$ cat src/logic/fetch_pkg.sv
`default_nettype none

package fetch_pkg;

  // direct-mapped cache of 16 lines, each line two 32-bit words
  localparam int INDEX_BITS  = 4;
  localparam int LINE_WORDS  = 2;
  localparam int OFFSET_BITS = 3;
  localparam int TAG_BITS    = 32 - INDEX_BITS - OFFSET_BITS;

  typedef struct packed {
    logic [TAG_BITS-1:0]   tag;
    logic [INDEX_BITS-1:0] index;
    logic                  word_sel;
    logic [1:0]            byte_off;
  } addr_fields_t;

  // the same fetch address, seen as a number or split for the cache lookup
  typedef union packed {
    logic [31:0]  raw;
    addr_fields_t fields;
  } fetch_addr_u;

  typedef struct packed {
    logic                         valid;
    logic [TAG_BITS-1:0]          tag;
    logic [LINE_WORDS-1:0][31:0]  data;
  } cache_line_t;

  typedef struct packed {
    logic [31:0] word;
    logic [31:0] pc;
    logic        fault;
  } fetch_out_t;

  // len counts beats minus one, as on AXI
  typedef struct packed {
    logic [31:0] addr;
    logic [7:0]  len;
  } read_req_t;

  typedef struct packed {
    logic [31:0] data;
    logic [1:0]  resp;
    logic        last;
  } read_beat_t;

  typedef enum logic [1:0] {
    ST_LOOKUP,
    ST_REFILL,
    ST_DELIVER
  } fetch_state_e;

endpackage

`default_nettype wire

$ cat src/logic/beat_counter.sv
`timescale 1ns/1ns
`default_nettype none

module beat_counter import fetch_pkg::*; (
  input  wire logic                          clock,
  input  wire logic                          reset,
  input  wire logic                          clear,
  input  wire logic                          beat,
  output logic [$clog2(LINE_WORDS)-1:0]      index,
  output logic                               final_beat
);

  localparam int COUNT_BITS = $clog2(LINE_WORDS);

  // position of the next beat inside the line
  always_ff @(posedge clock) begin
    if (reset || clear) begin
      index <= '0;
    end else if (beat) begin
      if (final_beat) begin
        index <= '0;
      end else begin
        index <= index + 1'b1;
      end
    end
  end

  assign final_beat = (index == COUNT_BITS'(LINE_WORDS - 1));

  // clear wins over beat, so a beat taken at the start of a burst would be lost
  a_clear_without_beat: assert property (
    @(posedge clock) disable iff (reset)
    clear |-> !beat
  );

endmodule

`default_nettype wire

$ cat src/logic/fetch_control.sv
`timescale 1ns/1ns
`default_nettype none

module fetch_control import fetch_pkg::*; #(
  parameter logic [31:0] RESET_PC     = 32'h3000_0000,
  parameter logic [7:0]  UNCACHED_TOP = 8'h0f
) (
  input  wire logic         clock,
  input  wire logic         reset,
  input  wire logic         redirect,
  input  wire logic [31:0]  target,
  input  wire logic         flush,
  input  wire logic         inst_ready,
  input  wire logic         hit,
  input  wire logic [31:0]  hit_word,
  input  wire logic         fill_done,
  input  wire cache_line_t  fill_line,
  input  wire logic         fill_error,
  output fetch_addr_u       lookup_addr,
  output logic              install,
  output cache_line_t       install_line,
  output logic              cache_flush,
  output logic              fill_start,
  output fetch_addr_u       fill_addr,
  output logic              inst_valid,
  output fetch_out_t        inst
);

  fetch_state_e state;
  fetch_addr_u  pc;
  logic         cancelled;
  logic         uncached;
  logic         cache_hit;
  logic         slot_free;
  fetch_out_t   hit_out;
  fetch_out_t   fill_out;
  fetch_out_t   held;

  assign uncached  = (pc.raw[31:24] == UNCACHED_TOP);
  assign cache_hit = hit && !uncached;
  assign slot_free = !inst_valid || inst_ready;

  assign hit_out  = '{word: hit_word, pc: pc.raw, fault: 1'b0};
  assign fill_out = '{word: fill_line.data[pc.fields.word_sel], pc: pc.raw, fault: fill_error};

  assign lookup_addr  = pc;
  assign fill_addr    = pc;
  assign cache_flush  = flush;
  assign install_line = fill_line;

  // a miss is issued even while the output slot is full and pc only moves on delivery
  assign fill_start = (state == ST_LOOKUP) && !redirect && !cache_hit;

  assign install = (state == ST_REFILL) && fill_done && !cancelled && !redirect &&
                   !fill_error && !uncached;

  always_ff @(posedge clock) begin
    if (reset) begin
      state      <= ST_LOOKUP;
      pc.raw     <= RESET_PC;
      inst_valid <= 1'b0;
      cancelled  <= 1'b0;
    end else if (redirect) begin
      pc.raw     <= target;
      inst_valid <= 1'b0;
      // the running burst still has to drain before the next one starts
      if (state == ST_REFILL && !fill_done) begin
        cancelled <= 1'b1;
      end else begin
        state     <= ST_LOOKUP;
        cancelled <= 1'b0;
      end
    end else begin
      if (inst_ready) begin
        inst_valid <= 1'b0;
      end
      case (state)
        ST_LOOKUP: begin
          if (fill_start) begin
            state <= ST_REFILL;
          end else if (slot_free) begin
            inst       <= hit_out;
            inst_valid <= 1'b1;
            pc.raw     <= pc.raw + 32'd4;
          end
        end
        ST_REFILL: begin
          if (fill_done) begin
            if (cancelled) begin
              cancelled <= 1'b0;
              state     <= ST_LOOKUP;
            end else if (slot_free) begin
              inst       <= fill_out;
              inst_valid <= 1'b1;
              pc.raw     <= pc.raw + 32'd4;
              state      <= ST_LOOKUP;
            end else begin
              held  <= fill_out;
              state <= ST_DELIVER;
            end
          end
        end
        ST_DELIVER: begin
          if (slot_free) begin
            inst       <= held;
            inst_valid <= 1'b1;
            pc.raw     <= pc.raw + 32'd4;
            state      <= ST_LOOKUP;
          end
        end
        default: state <= ST_LOOKUP;
      endcase
    end
  end

  a_inst_stable: assert property (
    @(posedge clock) disable iff (reset)
    inst_valid && !inst_ready && !redirect |=> inst_valid && $stable(inst)
  );

  // a finished refill always finds the controller still waiting for it
  a_done_in_refill: assert property (
    @(posedge clock) disable iff (reset)
    fill_done |-> (state == ST_REFILL)
  );

endmodule

`default_nettype wire

$ cat src/logic/fetch_unit.sv
`timescale 1ns/1ns
`default_nettype none

module fetch_unit import fetch_pkg::*; #(
  parameter logic [31:0] RESET_PC     = 32'h3000_0000,
  parameter logic [7:0]  UNCACHED_TOP = 8'h0f
) (
  input  wire logic         clock,
  input  wire logic         reset,
  input  wire logic         redirect,
  input  wire logic [31:0]  target,
  input  wire logic         flush,
  output logic              inst_valid,
  output fetch_out_t        inst,
  input  wire logic         inst_ready,
  output logic              arvalid,
  output read_req_t         ar,
  input  wire logic         arready,
  input  wire logic         rvalid,
  input  wire read_beat_t   r,
  output logic              rready
);

  fetch_addr_u lookup_addr;
  fetch_addr_u fill_addr;
  logic        hit;
  logic [31:0] hit_word;
  logic        install;
  cache_line_t install_line;
  logic        cache_flush;
  logic        fill_start;
  logic        fill_done;
  cache_line_t fill_line;
  logic        fill_error;

  fetch_control #(
    .RESET_PC     (RESET_PC),
    .UNCACHED_TOP (UNCACHED_TOP)
  ) i_fetch_control (
    .clock        (clock),
    .reset        (reset),
    .redirect     (redirect),
    .target       (target),
    .flush        (flush),
    .inst_ready   (inst_ready),
    .hit          (hit),
    .hit_word     (hit_word),
    .fill_done    (fill_done),
    .fill_line    (fill_line),
    .fill_error   (fill_error),
    .lookup_addr  (lookup_addr),
    .install      (install),
    .install_line (install_line),
    .cache_flush  (cache_flush),
    .fill_start   (fill_start),
    .fill_addr    (fill_addr),
    .inst_valid   (inst_valid),
    .inst         (inst)
  );

  icache_array i_icache_array (
    .clock        (clock),
    .reset        (reset),
    .lookup_addr  (lookup_addr),
    .install      (install),
    .install_line (install_line),
    .cache_flush  (cache_flush),
    .hit          (hit),
    .hit_word     (hit_word)
  );

  refill_reader i_refill_reader (
    .clock      (clock),
    .reset      (reset),
    .fill_start (fill_start),
    .fill_addr  (fill_addr),
    .arvalid    (arvalid),
    .ar         (ar),
    .arready    (arready),
    .rvalid     (rvalid),
    .r          (r),
    .rready     (rready),
    .fill_done  (fill_done),
    .fill_line  (fill_line),
    .fill_error (fill_error)
  );

endmodule

`default_nettype wire

$ cat src/logic/icache_array.sv
`timescale 1ns/1ns
`default_nettype none

module icache_array import fetch_pkg::*; (
  input  wire logic         clock,
  input  wire logic         reset,
  input  wire fetch_addr_u  lookup_addr,
  input  wire logic         install,
  input  wire cache_line_t  install_line,
  input  wire logic         cache_flush,
  output logic              hit,
  output logic [31:0]       hit_word
);

  localparam int NUM_LINES = 2 ** INDEX_BITS;

  logic [NUM_LINES-1:0]        line_valid;
  logic [TAG_BITS-1:0]         tags [NUM_LINES];
  logic [LINE_WORDS-1:0][31:0] lines [NUM_LINES];

  logic [INDEX_BITS-1:0]       index;
  logic [TAG_BITS-1:0]         stored_tag;
  logic [LINE_WORDS-1:0][31:0] stored_line;

  assign index       = lookup_addr.fields.index;
  assign stored_tag  = tags[index];
  assign stored_line = lines[index];

  assign hit      = line_valid[index] && (stored_tag == lookup_addr.fields.tag);
  assign hit_word = stored_line[lookup_addr.fields.word_sel];

  // a line installed in the same cycle as a flush survives it
  always_ff @(posedge clock) begin
    if (reset) begin
      line_valid <= '0;
    end else begin
      if (cache_flush) begin
        line_valid <= '0;
      end
      if (install) begin
        line_valid[index] <= install_line.valid;
      end
    end
  end

  always_ff @(posedge clock) begin
    if (install) begin
      tags[index]  <= install_line.tag;
      lines[index] <= install_line.data;
    end
  end

  // an installed line answers the same address on the next lookup
  a_install_then_hit: assert property (
    @(posedge clock) disable iff (reset)
    install && install_line.valid && !$changed(lookup_addr) ##1
      $stable(lookup_addr) |-> hit
  );

endmodule

`default_nettype wire

$ cat src/logic/refill_reader.sv
`timescale 1ns/1ns
`default_nettype none

module refill_reader import fetch_pkg::*; (
  input  wire logic         clock,
  input  wire logic         reset,
  input  wire logic         fill_start,
  input  wire fetch_addr_u  fill_addr,
  output logic              arvalid,
  output read_req_t         ar,
  input  wire logic         arready,
  input  wire logic         rvalid,
  input  wire read_beat_t   r,
  output logic              rready,
  output logic              fill_done,
  output cache_line_t       fill_line,
  output logic              fill_error
);

  logic                           busy;
  logic                           beat;
  logic                           final_beat;
  logic [$clog2(LINE_WORDS)-1:0]  beat_index;
  fetch_addr_u                    line_addr;
  logic [LINE_WORDS-1:0][31:0]    line_data;

  assign beat = rvalid && rready;

  beat_counter i_beat_counter (
    .clock      (clock),
    .reset      (reset),
    .clear      (fill_start),
    .beat       (beat),
    .index      (beat_index),
    .final_beat (final_beat)
  );

  assign ar.addr = line_addr.raw;
  assign ar.len  = 8'(LINE_WORDS - 1);

  assign fill_line.valid = 1'b1;
  assign fill_line.tag   = line_addr.fields.tag;
  assign fill_line.data  = line_data;

  always_ff @(posedge clock) begin
    if (reset) begin
      busy       <= 1'b0;
      arvalid    <= 1'b0;
      rready     <= 1'b0;
      fill_done  <= 1'b0;
      fill_error <= 1'b0;
    end else begin
      fill_done <= 1'b0;
      if (fill_start) begin
        busy       <= 1'b1;
        arvalid    <= 1'b1;
        fill_error <= 1'b0;
      end
      if (arvalid && arready) begin
        arvalid <= 1'b0;
        rready  <= 1'b1;
      end
      if (beat) begin
        // a bad response or a last flag out of step with the count faults the line
        if (r.resp != 2'b00 || r.last != final_beat) begin
          fill_error <= 1'b1;
        end
        if (r.last) begin
          rready    <= 1'b0;
          busy      <= 1'b0;
          fill_done <= 1'b1;
        end
      end
    end
  end

  always_ff @(posedge clock) begin
    if (fill_start) begin
      line_addr.raw <= {fill_addr.raw[31:OFFSET_BITS], OFFSET_BITS'(0)};
    end
    if (beat) begin
      line_data[beat_index] <= r.data;
    end
  end

  a_no_start_while_busy: assert property (
    @(posedge clock) disable iff (reset)
    fill_start |-> !busy
  );

endmodule

`default_nettype wire

$ cat config.mk
export PLATFORM = sky130hd
export DESIGN_NAME = fetch_unit
export DESIGN_NICKNAME = d
export VERILOG_FILES = /design/src/logic/fetch_pkg.sv /design/src/logic/beat_counter.sv /design/src/logic/fetch_control.sv /design/src/logic/fetch_unit.sv /design/src/logic/icache_array.sv /design/src/logic/refill_reader.sv
export SDC_FILE = /design/constraint.sdc
export NUM_CORES = 1
export LEC_CHECK = 0
export ABC_AREA = 0
export BUFFER_PORTS_ARGS = -buffer_cell sky130_fd_sc_hd__buf_2
export CAP_MARGIN = 20
export CORE_ASPECT_RATIO = 1.2
export CORE_MARGIN = 8
export CORE_UTILIZATION = 60
export DETAILED_ROUTE_END_ITERATION = 12
export MAX_ROUTING_LAYER = met4
export PLACE_DENSITY_LB_ADDON = 0.15
export SETUP_SLACK_MARGIN = 0.02
export SYNTH_ARGS = -nofsm -noshare
export SYNTH_HDL_FRONTEND = slang
export SYNTH_SLANG_ARGS = --single-unit
$ cat constraint.sdc
create_clock -name clock -period 19.85 [get_ports clock]
set_input_delay 2.9775 -clock clock [delete_from_list [all_inputs] [get_ports clock]]
set_output_delay 2.9775 -clock clock [all_outputs]
set_load 0.05 [all_outputs]
==> impl_metrics.yaml <==
cts:
  clk_pin_slew_ns: 0.06
  clk_latency_ns: 0.77
  post-cts-setup-buffer-count: 0
  cts_hold_buf: 0
  clockRootBuffer: "clkbuf_16"
  post_cts_resized: 0
  cts_tree: "built"
  cts.sinks: 1708
  numCtsBuffers: 159
  clock_path_buffers: 3
  cts_max_level: 4
synth:
  post-synth-top-count-cell: "edfxtp_1"
  ys_warn_count: 0
  yosys.area.top_type: "edfxtp_1"
  synth_ff_type: "edfxtp_1"
  yosysSeqAreaShare_pct: 76.7
  ys_ff_latch: 1708
  synth-edff-count: 1647
  synthTopCellsByCount: "edfxtp_1 (1647), mux4_2 (395), clkbuf_1 (99)"
  synth_area_um2: 66100
  synthTopCellsByArea: "edfxtp_1 (75%), mux4_2 (13%), dfxtp_1 (1.8%)"
  synth_cell_type_count: 79
  avgSynthCellArea_um2: 21.9
  synth_top_area_share_pct: 74.8
  postSynthCellCount: 3023
  synthArstFlopShare_pct: 0
setup_path:
  worst-path-buf-inv: 4
  crit_path_frequent_cell: "buf_4"
  crit_arrival_ns: 7.36
  crit_fanout: 56
  critPathLaunchType: "flip-flop"
  cp-end-kind: "flip-flop"
  max_stage_delay_ns: 0.90
  slowest_stage: "dfxtp_4"
  cp_top_family: "buffers and inverters"
  required_ns: 20.23
  crit_chain: "buf_4 > buf_4 > mux4_2 > o22ai_1 > nor2_1 > xor2_1 > nor3_1 > nand4_1 > o31ai_4 > inv_4 > nor2_4 > buf_4"
  crit_type: "flip-flop to flip-flop"
run_status:
  status: "finished, final reports clean"
timing:
  post-route-period-util_pct: 35.2
  setup_tns_ns: 0
  fin_skew_ns: 0.0284
  hold_violations: 0
  relSlewSlack_pct: 23.5
  slew_viol_final: 0
  fmax_mhz: 143
  setup_viol: 0
  rsz0062_at_grt: "no"
  fin_crit_ns: 6.98
  worst_pin_slew_ns: 1.14
drt:
  drc: 0
  dr.pass1.iters: 7
  viasPerCell: 6.72
  dr.first_iter.drc_count: 3793
  wl_per_cell_um: 32.3
  vias: 32100
  final_antenna_net_count: 0
  routed_wl_um: 154000
floorplan:
  die_w_um: 319
  die-height_um: 380
  start_util_pct: 60.4
  coreArea_um2: 109000
  ios: 182
  row_count: 133
  dieArea_um2: 121000
placed_design:
  place.gp.congestion: 0.884
  dp_hpwl_um: 81900
  port_buffers: 170
  placed_cells: 4476
global_route:
  busiest_layer: "met2"
  grt_max_degree: 131
  grtUsageTotal_pct: 26.2
  overflow: 0
  grt_use_met2_pct: 42.9
  grt_pass1_vias: 33000
  grt_pass1_wl_um: 226000
  antenna_found_initial: 7
  use_met1_pct: 34.5
  use_met3_pct: 3.93
layout:
  synthToLayoutAreaGrowth_pct: 11.1
  n_fill_cell: 6901
  drive_gt1_share_pct: 28.1
  fin_cells: 4768
  final_nets: 3302
run:
  drv_cap: 0
power_and_ir_drop:
  power_leakage_nw: 23.1
  ir_drop_uv: 76.5
  p_per_area_nw_per_um2: 101
worst_hold_path:
  min_path_type: "flip-flop to flip-flop"
-- worst register-to-register path, cell delays in order, from the launching register on --
cell     delay [ns]
dfxtp_4        0.90
buf_4          0.82
buf_4          0.94
mux4_2         0.61
o22ai_1        0.23
nor2_1         0.09
xor2_1         0.14
nor3_1         0.29
nand4_1        0.29
o31ai_4        0.73
inv_4          0.45
nor2_4         0.43
buf_4          0.58
-- path summary, 6_finish.rpt --
kind | cells after the start | from | slack (ns) | end
max | 12 | flip-flop | 12.87 | i_fetch_control.inst[62]
min | 0 | i_fetch_control.fill_addr[1] | 0.48 | i_fetch_control.held[2]
max reg2reg | 12 | flip-flop | 12.87 | i_fetch_control.inst[62]
min reg2reg | 0 | i_fetch_control.fill_addr[1] | 0.48 | i_fetch_control.held[2]
-- report_power, final --
group / internal [W] / switching (W) / leakage [nW]
logic: 0.000210 / 0.000244 / 5.27
clock network: 0.00168 / 0.00128 / 2.43
registers: 0.00395 / 0.0000619 / 15.4
total: 0.00584 / 0.00158 / 23.1
-- flip-flops by register name, indices dropped and copies added (netlist names), named ones only --
signal,cells
i_icache_array.lines,1024
i_icache_array.tags,400
i_fetch_control.held,65
i_fetch_control.inst,65
i_refill_reader.fill_line,64
i_fetch_control.fill_addr,32
i_refill_reader.line_addr,29
i_icache_array.line_valid,16
i_fetch_control.state,2
i_fetch_control.cancelled,1
i_fetch_control.inst_valid,1
i_refill_reader.arvalid,1
i_refill_reader.fill_done,1
i_refill_reader.fill_error,1
i_refill_reader.i_beat_counter.final_beat,1
i_refill_reader.rready,1
-- metal layers --
metal | up-vias | wire length (um)
li1 | 13100 | -
met1 | 17200 | 59600
met2 | 1480 | 78800
met3 | 301 | 10900
met4 | 0 | 4620
met5 | - | 0
-- layout make-up --
type,instances,area (um^2),area share [%]
sequential,1708,50700,69.0
multi-input combinational,1098,14400,19.7
antenna,5,12.5,0.0170
timing repair buffer,239,1470,2.00
tap,1417,1770,2.41
inverter,16,67.6,0.0920
clock inverter,78,698,0.951
clock buffer,207,4290,5.83
-- logic make-up after synthesis --
logic type,share of synthesized area [%]
AO/OA/AOI/OAI,2.92
XOR/XNOR,0.596
adder cells (fa/ha/maj),0.114
buffers and inverters,1.73
flip-flops,76.7
multiplexers,15.9
other,0.0114
AND/OR/NAND/NOR,2.02
-- per-stage QoR --
step / total power, W / setup WS, ns / area (um^2) / util (%) / hold slack, ns
after detailed placement: 0.00455 / 12.54 / 68400 / 62.5 / 0.464
after global routing: 0.00761 / 12.41 / 73500 / 67.1 / 0.487
after CTS: 0.00746 / 12.55 / 73400 / 67.0 / 0.481
after floorplan: 0.00442 / 9.52 / 66100 / - / 0.424
final: 0.00742 / 12.87 / 73500 / 67.1 / 0.477
after global placement: 0.00454 / 11.96 / 68400 / 62.4 / 0.446
-- layout by cell type (no fill, tap or decap), types with 18 or more instances in the layout --
cell type and n:
nand3_1 28, a21oi_1 23, buf_4 62, o21ai_0 23, xnor2_1 23, clkinv_2 20, mux4_2 395, clkbuf_1 41
buf_2 170, clkbuf_16 164, a221o_1 32, mux2_2 45, mux2i_1 87, edfxtp_1 1647, a22o_1 37, xor2_1 22
nor2_1 67, dfxtp_1 56, nor2b_1 25, nor3_1 18, nand2_1 40, clkinv_1 34
No activity file was read; power rests on OpenSTA's default activity.
